### src/verilog/rv_pkg.sv
`default_nettype none

package rv_pkg;

  localparam int XLEN = 32;
  localparam int ILEN = 32;
  localparam int MEM_AW = 8;  // 256 words

  localparam logic [6:0] OPC_OP     = 7'b0110011;
  localparam logic [6:0] OPC_OP_IMM = 7'b0010011;
  localparam logic [6:0] OPC_LUI    = 7'b0110111;
  localparam logic [6:0] OPC_LOAD   = 7'b0000011;
  localparam logic [6:0] OPC_STORE  = 7'b0100011;

  localparam logic [1:0] RESP_OKAY = 2'b00;

  typedef enum logic [2:0] {
    op_none,
    op_reg,
    op_imm,
    op_lui,
    op_load,
    op_store
  } rv_opcode_e;

  typedef enum logic [3:0] {
    alu_add, alu_sub, alu_sll, alu_slt, alu_sltu,
    alu_xor, alu_srl, alu_sra, alu_or, alu_and
  } rv_aluop_e;

  // Encoded as funct3 of loads and stores
  typedef enum logic [2:0] {
    w_b  = 3'b000,
    w_h  = 3'b001,
    w_w  = 3'b010,
    w_bu = 3'b100,
    w_hu = 3'b101
  } rv_width_e;

endpackage

`default_nettype wire

### src/verilog/rv_decode.sv
`default_nettype none
`timescale 1ns/100ps

module rv_decode (
  input  logic                    clk,
  input  logic                    rst,
  input  logic                    issue_valid_i,
  input  logic [rv_pkg::ILEN-1:0] issue_instr_i,
  output logic                    issue_ready_o,
  output logic [4:0]              rs1_idx_o,
  output logic [4:0]              rs2_idx_o,
  input  logic [rv_pkg::XLEN-1:0] rs1_data_i,
  input  logic [rv_pkg::XLEN-1:0] rs2_data_i,
  input  logic                    mem_stall_i,
  output logic                    ex_valid_o,
  output rv_pkg::rv_opcode_e      ex_opcode_o,
  output rv_pkg::rv_aluop_e       ex_aluop_o,
  output rv_pkg::rv_width_e       ex_width_o,
  output logic [4:0]              ex_rd_o,
  output logic [4:0]              ex_rs1_o,
  output logic [4:0]              ex_rs2_o,
  output logic [rv_pkg::XLEN-1:0] ex_rs1_val_o,
  output logic [rv_pkg::XLEN-1:0] ex_rs2_val_o,
  output logic [rv_pkg::XLEN-1:0] ex_imm_o
);
  import rv_pkg::*;

  rv_opcode_e      dec_op;
  rv_aluop_e       dec_alu;
  logic [4:0]      dec_rd, dec_rs1, dec_rs2;
  logic [XLEN-1:0] dec_imm;
  logic            load_use;
  logic            fire;

  function automatic rv_aluop_e alu_sel(input logic [2:0] f3, input logic b30,
                                        input logic is_reg);
    case (f3)
      3'b000:  return (is_reg && b30) ? alu_sub : alu_add;
      3'b001:  return alu_sll;
      3'b010:  return alu_slt;
      3'b011:  return alu_sltu;
      3'b100:  return alu_xor;
      3'b101:  return b30 ? alu_sra : alu_srl;
      3'b110:  return alu_or;
      default: return alu_and;
    endcase
  endfunction

  always_comb begin
    dec_op  = op_none;
    dec_alu = alu_add;  // Address add for loads, stores and LUI
    dec_rd  = issue_instr_i[11:7];
    dec_rs1 = issue_instr_i[19:15];
    dec_rs2 = 5'd0;
    dec_imm = {{20{issue_instr_i[31]}}, issue_instr_i[31:20]};
    case (issue_instr_i[6:0])
      OPC_OP: begin
        dec_op  = op_reg;
        dec_rs2 = issue_instr_i[24:20];
        dec_alu = alu_sel(issue_instr_i[14:12], issue_instr_i[30], 1'b1);
      end
      OPC_OP_IMM: begin
        dec_op  = op_imm;
        dec_alu = alu_sel(issue_instr_i[14:12], issue_instr_i[30], 1'b0);
      end
      OPC_LUI: begin
        dec_op  = op_lui;
        dec_rs1 = 5'd0;  // x0 plus upper immediate
        dec_imm = {issue_instr_i[31:12], 12'b0};
      end
      OPC_LOAD: dec_op = op_load;
      OPC_STORE: begin
        dec_op  = op_store;
        dec_rd  = 5'd0;
        dec_rs2 = issue_instr_i[24:20];
        dec_imm = {{20{issue_instr_i[31]}}, issue_instr_i[31:25], issue_instr_i[11:7]};
      end
      default: begin
        dec_rd  = 5'd0;  // Unsupported, never writes back
        dec_rs1 = 5'd0;
      end
    endcase
  end

  assign load_use = ex_valid_o && ex_opcode_o == op_load && ex_rd_o != 5'd0 &&
                    (ex_rd_o == dec_rs1 || ex_rd_o == dec_rs2);
  assign issue_ready_o = !mem_stall_i && !load_use;
  assign fire = issue_valid_i && issue_ready_o;

  // While held, re-read the held sources so a retiring write is not missed
  assign rs1_idx_o = mem_stall_i ? ex_rs1_o : dec_rs1;
  assign rs2_idx_o = mem_stall_i ? ex_rs2_o : dec_rs2;

  always_ff @(posedge clk) begin
    if (rst) begin
      ex_valid_o  <= 1'b0;
      ex_opcode_o <= op_none;
    end else if (!mem_stall_i) begin
      ex_valid_o  <= fire;  // Bubble on load-use
      ex_opcode_o <= fire ? dec_op : op_none;
    end
  end

  always_ff @(posedge clk) begin
    ex_rs1_val_o <= rs1_data_i;
    ex_rs2_val_o <= rs2_data_i;
    if (!mem_stall_i) begin
      ex_aluop_o <= dec_alu;
      ex_width_o <= rv_width_e'(issue_instr_i[14:12]);
      ex_rd_o    <= dec_rd;
      ex_rs1_o   <= dec_rs1;
      ex_rs2_o   <= dec_rs2;
      ex_imm_o   <= dec_imm;
    end
  end

endmodule

`default_nettype wire

### config.mk
export PLATFORM = sky130hd
export DESIGN_NAME = rv_decode
export DESIGN_NICKNAME = d
export VERILOG_FILES = /design/src/verilog/rv_pkg.sv /design/src/verilog/rv_decode.sv
export SDC_FILE = /design/constraint.sdc
export NUM_CORES = 1
export LEC_CHECK = 0
export BUFFER_PORTS_ARGS = -buffer_cell sky130_fd_sc_hd__buf_2
export CAP_MARGIN = 20
export CORE_MARGIN = 8
export CORE_UTILIZATION = 46
export CTS_CLUSTER_SIZE = 24
export DETAILED_ROUTE_END_ITERATION = 7
export GPL_ROUTABILITY_DRIVEN = 0
export PLACE_DENSITY = 0.85
export SLEW_MARGIN = 15
export SYNTH_ARGS = -nofsm -noshare
export SYNTH_HDL_FRONTEND = slang
export SYNTH_SLANG_ARGS = --single-unit
### constraint.sdc
create_clock -name clk -period 4.06 [get_ports clk]
set_input_delay 0.812 -clock clk [delete_from_list [all_inputs] [get_ports clk]]
set_output_delay 0.812 -clock clk [all_outputs]
set_load 0.03 [all_outputs]
==> metrics, run 1 <==
outcome=complete, no violations; Yosys Warn Count=0; Sw Ratio=0.247; vias in the first global route=approximately 3400; setup slack, reg-to-reg=2.38 ns; met2 GRT Util=0.353; relative slew slack=0.381; critical path peak fanout=10; Synth-to-Final Area Change=48.0%; fmax=0.303 GHz; I/O Pins=between 200 and 250; final setup TNS=0 ns; Syn Inst Count=roughly 280; grt met1 use=0.189; Die Width=107 um; Hold-fix buffers, CTS=0; Final setup violation count=0; Initial Utilization=0.471; fin crit share=0.813; Max-cap violations=0; CTS buffer count=17; crit path time final=approximately 3.3 ns; Pint=2.36 mW; Data required, critical path=3.25 ns; Worst-path clk slew=0.06 ns; Placed Cells=607; Hold Path Class=primary input to flip-flop; Design Power=3.13 mW; drt initial violations=207; Clk Latency, worst-skew pair=0.48 ns; WL/cell=18.5 um; Cell Area, Synth=between 3000 and 4000 um2; sequential fraction of design power=0.435; final wirelength=11.9 mm; Clock H-tree levels=4; initial antenna violation count=1; WP data arrival=2.49 ns; R2R Path Start=ex_opcode_o[2]; WS Path Type=primary input to output port; CP endpoint=rs1_idx_o[4]; IO Port Bufs=232; sequential share of the synthesized area=0.752; Placed Area=5080 um2; LEAKAGE=~2.7 nW; Setup Buffers After CTS=0; Sinks on Clock Net=122; Syn Area/Cell=13.7 um2; Die Footprint=11500 um2; ratio of cells with drive above 1 in the final layout=0.507; Syn Nets=between 300 and 400; Synth async-reset ratio=0; CTS tree=built; DRC Markers=0; die height=107 um; Clk pwr share=0.457; EDFF count, synth=44; antenna-violating nets left=0; CP endpoint kind=output port; post-DP HPWL=9.42 mm; hold slack=0.416 ns; largest net degree at the start of global routing=48; met3 usage=0.104; net switching power figure=0.774 mW; worst reg2reg path depth=5; R2R Path End=ex_opcode_o[0]; actual slew at the worst max-slew pin=0.927 ns; Row Count=33; clk root buf=clkbuf_8; Pre-Repair DR Iteration Count=5; Max clock buf depth=2; combinational group share of total power=0.108; GR peak layer=met2; area of the core=~8100 um2; total track usage=0.200; synthesis-stage register bit count=122; via count=around 3100; PostCTS Resize Cnt=0; first-pass GRT wire length=17.8 mm; gr ovfl total=0; Finished Layout Cells=640; final max-slew violation count=0; P per Cell Area=552 nW/um2; main flop type after synthesis=dfxtp_1; final hold vios=0; post-DR vias/cell=around 4.9; Net count, final=621; beginning of the critical path=issue_instr_i[6]; RSZ-0062 raised after global routing=no; design area=5680 um2; Synth cell types=42; critical path launch point type=primary input; skew final=roughly 0.0077 ns; maximum VDD drop=0.347 mV
cells by family (layout without fill, tap and decap cells):
family	after synthesis	in the layout	synth area share
buffers and inverters	15	270	0.0192
and+or+nand+nor	80	80	0.114
AOI/OAI and AO/OA	58	58	0.106
other	0	1	0
DFF	122	122	0.752
xor gates and xnor gates	4	4	0.00913
cell usage in the layout (no fill, tap or decap), types with 3 or more instances in the layout:
master       n
a21o_1      19
nand3b_1     3
xnor2_1      4
nand2_1     29
clkinv_4     3
nor2b_1     11
nor3_1       5
clkbuf_8     4
o31ai_1      4
inv_1        3
o21ai_0     13
clkbuf_16   19
and2_1       5
nor2_1      11
a22o_1       5
buf_2      232
edfxtp_1    44
a21oi_1      4
dfxtp_1     78
worst max-delay path: stages:
cell and delay (ns):
buf_2 0.10, nand4bb_1 0.45, nor2_1 0.52, nand2_1 0.09
o21ai_0 0.25, buf_2 0.27
per-stage QoR:
stage	setup WS, ns	utilization
global route	0.595	0.698
finish	0.758	0.698
floorplan	0.822	-
CTS	0.778	0.697
global placement	0.844	0.625
detailed placement	0.793	0.625
sequential cells by signal (all words and copies together), names as in the netlist:
name and flops:
ex_valid_o 1, ex_aluop_o 4, ex_width_o 3, ex_rs1_val_o 32, ex_opcode_o 3, ex_rs2_val_o 32, ex_rd_o 5, ex_imm_o 32
ex_rs1_o 5, ex_rs2_o 5
how the worst min path moves through the flow:
stage / startpoint / end / slack [ns] / cells past startpoint
finish: rs1_data_i[2] / ex_rs1_val_o[2] / 0.42 / 1
global route: rs2_data_i[6] / ex_rs2_val_o[6] / 0.40 / 1
CTS: rs2_data_i[1] / ex_rs2_val_o[1] / 0.40 / 1
detailed placement: ex_opcode_o[2] / ex_opcode_o[2] / 0.47 / 2
global placement: ex_rs2_o[2] / ex_rs2_o[2] / 0.46 / 2
floorplan: ex_opcode_o[2] / ex_opcode_o[2] / 0.58 / 2
synth_stat cells (2+ instances only):
master,n,area [um2]
a31oi_1,2,12.5
nor4bb_1,2,20.0
and2_1,5,31.3
o21ai_0,13,65.1
clkbuf_1,4,15.0
a2111oi_0,2,17.5
o21ai_1,2,10.0
buf_2,5,25.0
a21o_1,19,143
a21oi_1,4,20.0
a22o_1,5,43.8
nor2_1,11,41.3
xnor2_1,4,35.0
nand2_1,29,109
nor3_1,5,25.0
and4_1,2,17.5
nand3b_1,3,22.5
edfxtp_1,44,1320
inv_1,4,15.0
o32ai_1,2,17.5
nor2b_1,11,68.8
o31ai_1,4,30.0
dfxtp_1,78,1560
cell type report:
class | instances | area [um2]
fillers | 592 | 2460
repair buffers | 234 | 1180
well taps | 105 | 131
clock buffers | 25 | 538
flip-flops and latches | 122 | 2880
clock inverters | 7 | 51.3
inverters | 4 | 15.0
multi-input cells | 142 | 878
diodes | 1 | 2.50
power groups by stage:
stage                     clock network, mW  logic (mW)  registers (mW)
final                                  1.43       0.339            1.36
after global routing                   1.50       0.359            1.37
after CTS                              1.44       0.344            1.36
after detailed placement                  0       0.343            1.39
after global placement                    0       0.337            1.38
after floorplan                           0      0.0534            1.53
layer usage:
metal / up-vias / part of all wire
met5: - / 0
met4: 0 / 0.018
met3: 19 / 0.12
met2: 169 / 0.52
met1: 1447 / 0.33
li1: 1490 / -
Power figures use the tool's default switching activity.
==> inputs of run 2 (changes only) <==
--- a/config.mk
+++ b/config.mk
@@ -8,11 +8,11 @@
 export BUFFER_PORTS_ARGS = -buffer_cell sky130_fd_sc_hd__buf_2
 export CAP_MARGIN = 20
 export CORE_MARGIN = 8
-export CORE_UTILIZATION = 46
+export CORE_UTILIZATION = 38
 export CTS_CLUSTER_SIZE = 24
 export DETAILED_ROUTE_END_ITERATION = 7
 export GPL_ROUTABILITY_DRIVEN = 0
-export PLACE_DENSITY = 0.85
+export PLACE_DENSITY = 0.75
 export SLEW_MARGIN = 15
 export SYNTH_ARGS = -nofsm -noshare
 export SYNTH_HDL_FRONTEND = slang
==> constraint.sdc (replaced) <==
create_clock -name clk -period 2.97 [get_ports clk]
set_input_delay 0.594 -clock clk [delete_from_list [all_inputs] [get_ports clk]]
set_output_delay 0.594 -clock clk [all_outputs]
set_load 0.03 [all_outputs]
==> metrics, run 2 (synthesized netlist as in run 1, its figures left out) <==
outcome=complete, no violations; post-DP HPWL=9.18 mm (-2.5%); Clk Latency, worst-skew pair=0.49 ns (about the same); most frequent cells in the layout=buf_2 (232), dfxtp_1 (78), edfxtp_1 (44), nand2_1 (29), a21o_1 (19); CTS buffer count=17 (unchanged); Sinks on Clock Net=122 (unchanged); antenna-violating nets left=0 (unchanged); Max-cap violations=0 (unchanged); Die Width=116 um (+8.5%); Finished Layout Cells=671 (+4.8%); first-pass GRT wire length=17.4 mm (-2.3%); gr ovfl total=0 (unchanged); Antenna diodes=0 (-1); Synth-to-Final Area Change=49.2%; total track usage=0.171 (-0.0291); PostCTS Resize Cnt=0 (unchanged); actual slew at the worst max-slew pin=0.545 ns (-0.381 ns); IO Port Bufs=232 (unchanged); worst-path cell chain=nor4bb_1 > a31oi_1 > o32ai_1 > and4_1 > nor3_1 > buf_2; most common cell after layout, fill and taps aside=buf_2; WS Path Type=flip-flop to output port; Pre-Repair DR Iteration Count=5 (unchanged); Hold Path Class=primary input to flip-flop; Row Count=36 (+9.1%); CTS tree=built; critical path launch point type=flip-flop; clk root buf=clkbuf_8; Placed Cells=639 (+5.3%); skew final=0.00329 ns (-0.00446 ns); RSZ-0062 raised after global routing=no; final max-slew violation count=0 (unchanged); initial antenna violation count=0 (-1); max incr delay on CP=0.52 ns (about the same); Data required, critical path=2.38 ns (-0.87 ns); LEAKAGE=2.72 nW (+0.24%); CP endpoint kind=output port; drt initial violations=219 (+5.8%); I/O Pins=233 (unchanged); Hold-fix buffers, CTS=0 (unchanged); WL/cell=17.4 um (-6.1%); Setup Buffers After CTS=0 (unchanged); P per Cell Area=740 nW/um2 (+34%); Clock H-tree levels=4 (unchanged); Top Registers=ex_imm_o: 32 flops, ex_rs1_val_o: 32 flops, ex_rs2_val_o: 32 flops; Max clock buf depth=2 (unchanged); area of the core=9770 um2 (+20%); post-DR vias/cell=4.62 (-5.5%); largest net degree at the start of global routing=27 (-44%); final hold vios=0 (unchanged); Storage cell area=2880 um2 (unchanged); Crit path max-delay family=simple AND/OR/NAND/NOR gates; critical path peak fanout=7 (-3); die height=116 um (+8.5%); Worst-path clk slew=0.06 ns (about the same); ratio of cells with drive above 1 in the final layout=0.515 (+0.00738); Critical Path Slowest Stage Cell=edfxtp_1; final setup TNS=0 ns (unchanged); WP data arrival=2.19 ns (-0.30 ns); Final setup violation count=0 (unchanged); final wirelength=11.7 mm (-1.6%); Multi-input gate area=878 um2 (unchanged); hold slack=0.200 ns (-0.217 ns); Net count, final=625 (+0.64%); fin crit share=0.937; Die Footprint=13600 um2 (+18%); Initial Utilization=0.392 (-0.0791); fin util=0.585 (-0.112); fillers=834 (+41%); crit path time final=2.78 ns; DRC Markers=0 (unchanged); vias in the first global route=3369 (-0.38%); maximum VDD drop=0.488 mV (+41%); relative slew slack=0.636 (+0.255); via count=3097 (-0.90%); Bufs and invs on worst path=1 (-1); fmax=0.359 GHz
[run 2: worst register-to-register path, cell delays in order (launching register included)]
cell       delay (ns)
dfxtp_1          0.37
or4bb_1          0.49
a21oi_1          0.21
o2111ai_1        0.20
o221ai_1         0.20
o21ai_1          0.08
[run 2: cell type report]
cell class / count / area share
Inverter: 4 / 0.00262
Multi-Input combinational cell: 142 / 0.154
Sequential cell: 122 / 0.504
Tap cell: 133 / 0.0291
Clock inverter: 10 / 0.0136
Clock buffer: 22 / 0.0864
Timing Repair Buffer: 238 / 0.211
[run 2: per-layer routing]
layer,vias up,global-route usage,part of all wire
met4,0,0.0648,0.014
met1,1423,0.177,0.36
met3,14,0.0817,0.11
met2,161,0.295,0.52
li1,1499,-,-
met5,-,0,0
[run 2: where the power goes]
| part | switching, mW | total, mW | internal (mW) |
|---|---|---|---|
| Sequential | 0.0296 | 1.86 | 1.83 |
| Clock | 0.731 | 1.91 | 1.18 |
| Combinational | 0.322 | 0.465 | 0.143 |
| Total | 1.08 | 4.23 | 3.15 |
[run 2: worst paths after layout]
check | from | end | slack, ns | cells after the start
worst min-delay path | rs1_data_i[13] | ex_rs1_val_o[13] | 0.20 | 1
worst min register to register | ex_opcode_o[1] | ex_opcode_o[1] | 0.48 | 2
worst max register to register | ex_opcode_o[2] | ex_opcode_o[0] | 1.31 | 5
worst max-delay path | ex_rd_o[2] | issue_ready_o | 0.19 | 6
[run 2: metrics by stage]
step	setup slack (ns)	instance area, um2	total power [mW]
2_1_floorplan	0.168	3830	2.16
3_3_place_gp	0.347	5150	2.36
3_5_place_dp	0.264	5150	2.37
4_1_cts	0.205	5720	4.28
5_1_grt	0.00619	5720	4.39
6_report	0.187	5720	4.23
==> inputs of run 3 (changes only) <==
--- a/config.mk
+++ b/config.mk
@@ -5,6 +5,7 @@
 export SDC_FILE = /design/constraint.sdc
 export NUM_CORES = 1
 export LEC_CHECK = 0
+export ABC_AREA = 1
 export BUFFER_PORTS_ARGS = -buffer_cell sky130_fd_sc_hd__buf_2
 export CAP_MARGIN = 20
 export CORE_MARGIN = 8
==> constraint.sdc (replaced) <==
create_clock -name clk -period 2.5 [get_ports clk]
set_input_delay 0.5 -clock clk [delete_from_list [all_inputs] [get_ports clk]]
set_output_delay 0.5 -clock clk [all_outputs]
set_load 0.03 [all_outputs]
==> metrics, run 3 <==
gr ovfl total=0 (unchanged); max incr delay on CP=0.45 ns (-0.07 ns); post-synthesis xor/xnor area fraction=0.00230 (-0.00684); worst-path cell chain=inv_1 > nand4_1 > o2111ai_1 > inv_1 > a21oi_4 > buf_2; CP endpoint kind=output port; antenna-violating nets left=0 (unchanged); Final setup violation count=0 (unchanged); Syn Inst Count=320 (+15%); Sw Ratio=0.264 (+0.00805); Synth async-reset ratio=0 (unchanged); beginning of the critical path=ex_rd_o[3]; initial antenna violation count=0 (unchanged); critical path launch point type=flip-flop; Antenna diodes=0 (unchanged); Initial Utilization=0.390 (-0.00243); LEAKAGE=2.82 nW (+3.8%); Multi-input gate area=778 um2 (-11%); Compound-Gate Fraction of Synth Area=0.0620 (-0.0440); post-DR vias/cell=4.48 (-2.8%); area of the core=9770 um2 (unchanged); net switching power figure=1.34 mW (+23%); Synth cell types=27 (-36%); combinational group share of total power=0.108 (-0.002); ratio of cells with drive above 1 in the final layout=0.485 (-0.0303); main flop type after synthesis=dfxtp_1; hold path start=rs1_data_i[9]; Yosys Warn Count=0 (unchanged); crit path time final=2.42 ns; Design Power=5.06 mW (+20%); combinational family with the most area after synthesis=simple AND/OR/NAND/NOR gates; sequential fraction of design power=0.436 (-0.004); CP most frequent cell=inv_1; RSZ-0062 raised after global routing=no; leading post-synthesis cells by cell area=dfxtp_1 (41%), edfxtp_1 (35%), nand2_1 (6.2%), inv_1 (3.4%), o21ai_0 (3.3%); vias in the first global route=3388 (+0.56%); Sinks on Clock Net=122 (unchanged); Pre-Repair DR Iteration Count=4 (-1); fillers=860 (+3.1%); die height=116 um (-0.27%); final wirelength=12.2 mm (+4.7%); Max clock buf depth=2 (unchanged); Clock H-tree levels=4 (unchanged); clk root buf=clkbuf_8; Cell Area, Synth=3810 um2 (-0.62%); synthesis-stage register bit count=122 (unchanged); actual slew at the worst max-slew pin=0.578 ns (+0.0327 ns); IO Port Bufs=232 (unchanged); first-pass GRT wire length=17.4 mm (+0.28%); Clk Latency, worst-skew pair=0.51 ns (+0.02 ns); Synth top cells by count=dfxtp_1 (78), nand2_1 (63), edfxtp_1 (44), inv_1 (35), o21ai_0 (25); final hold vios=0 (unchanged); Die Width=116 um (-0.27%); post-DP HPWL=9.71 mm (+5.8%); share of the synthesized area in the top cell type=0.410 (+0.00254); top-count cell post-synth=dfxtp_1; CTS buffer count=17 (unchanged); fin crit share=0.966; Clk pwr share=0.456 (+0.005); final max-slew violation count=0 (unchanged); Top Registers=ex_imm_o: 32 flops, ex_rs1_val_o: 32 flops, ex_rs2_val_o: 32 flops; hold slack=0.0832 ns (-0.117 ns); most common cell after layout, fill and taps aside=buf_2; Placed Cells=681 (+6.6%); critical path peak fanout=4 (-3); drt initial violations=145 (-34%); Synth Area in Simple Gates=0.136 (+0.0217); Die Footprint=13500 um2 (-0.54%); Pint=3.73 mW (+18%); Syn Area/Cell=11.9 um2 (-13%); Yosys top cell by area=dfxtp_1; Row Count=36 (unchanged); P per Cell Area=882 nW/um2 (+19%); Hold Path Class=primary input to flip-flop; Max-cap violations=0 (unchanged); outcome=complete, no violations; Net count, final=671 (+7.4%); Storage cell area=2880 um2 (unchanged); Finished Layout Cells=717 (+6.9%); Data required, critical path=2.00 ns (-0.38 ns); maximum VDD drop=0.511 mV (+4.6%); CTS tree=built; EDFF count, synth=44 (unchanged); mux cell area share after synthesis=0 (unchanged); Worst-path clk slew=0.06 ns (about the same); WL/cell=17.1 um (-2.0%); fmax=0.414 GHz; R2R Path Start=ex_rd_o[3]; final setup TNS=0 ns (unchanged); total track usage=0.176 (+0.00452); sequential share of the synthesized area=0.756 (+0.00469); DRC Markers=0 (unchanged); adder-cell area share of the yosys netlist=0 (unchanged); Synth-to-Final Area Change=50.6%; skew final=0.00430 ns (+0.00101 ns); WP data arrival=1.92 ns (-0.27 ns); fin util=0.587 (+0.00205); most frequent cells in the layout=buf_2 (232), dfxtp_1 (78), nand2_1 (63), edfxtp_1 (44), inv_1 (33); relative slew slack=0.615 (-0.0213); Syn Nets=420 (+11%); via count=3215 (+3.8%); I/O Pins=233 (unchanged); largest net degree at the start of global routing=48 (+78%); WS Path Type=flip-flop to output port; Critical Path Slowest Stage Cell=edfxtp_1
[run 3: cell types whose count changed in the layout (fill, tap and decap cells not counted), sizes merged, moves of 6 or more]
| cell | change |
|---|---|
| and2 | -6 |
| nand3 | +14 |
| o21ai | +10 |
| nor2b | -11 |
| nand2 | +38 |
| a21o | -19 |
| inv | +32 |
| nor2 | +11 |
[run 3: through the flow]
| stage | cell area (um2) | setup slack, ns |
|---|---|---|
| after floorplan | 3810 | 0.0283 |
| after global placement | 5130 | 0.182 |
| after detailed placement | 5130 | 0.115 |
| after CTS | 5700 | 0.0456 |
| after global routing | 5740 | 0.00909 |
| final | 5740 | 0.0847 |
[run 3: power by group through the flow]
| stage | clock (mW) | sequential, mW | combinational, mW |
|---|---|---|---|
| 4_1_cts | 2.34 | 2.21 | 0.548 |
| 2_1_floorplan | 0 | 2.48 | 0.0807 |
| 3_5_place_dp | 0 | 2.25 | 0.546 |
| 5_1_grt | 2.43 | 2.22 | 0.583 |
| 3_3_place_gp | 0 | 2.25 | 0.539 |
| 6_report | 2.31 | 2.21 | 0.549 |
[run 3: metal layers]
metal | global-route usage | share of wire | vias to the layer above
li1 | - | - | 1570
met1 | 0.163 | 0.34 | 1455
met2 | 0.309 | 0.50 | 172
met3 | 0.107 | 0.14 | 18
met4 | 0.0657 | 0.014 | 0
met5 | 0 | 0 | -
[run 3: layout make-up]
cell class	instances	area share
Timing Repair Buffer	238	0.210
Multi-Input combinational cell	156	0.136
Inverter	36	0.0238
Tap cell	133	0.0290
Clock inverter	14	0.0229
Clock buffer	18	0.0765
Sequential cell	122	0.502
[run 3: final timing paths]
check / to / slack [ns] / cells after the start
max: issue_ready_o / 0.08 / 6
max reg2reg: ex_opcode_o[1] / 1.05 / 7
min reg2reg: ex_rs2_o[4] / 0.47 / 2
min: ex_rs1_val_o[9] / 0.08 / 1
[run 3: cells by family after synthesis]
family	count (synthesis)
flip-flops	122
AND/OR/NAND/NOR	113
buffers and inverters	43
AO/OA/AOI/OAI	41
XOR/XNOR	1
[run 3: critical path: cells and delay by family, from the launching register on]
| kind | cells | cell delay, ns |
|---|---|---|
| compound gates | 2 | 0.36 |
| buf+inv | 3 | 0.46 |
| flops | 1 | 0.45 |
| simple gates | 1 | 0.14 |
[run 3: timing repair]
item                                    CTS  global route
endpoints found under the setup margin    0             1
buffers inserted                          0             3
hold buffers                              0             0
endpoints found under the hold margin     0             0
gates resized for setup                   0             3
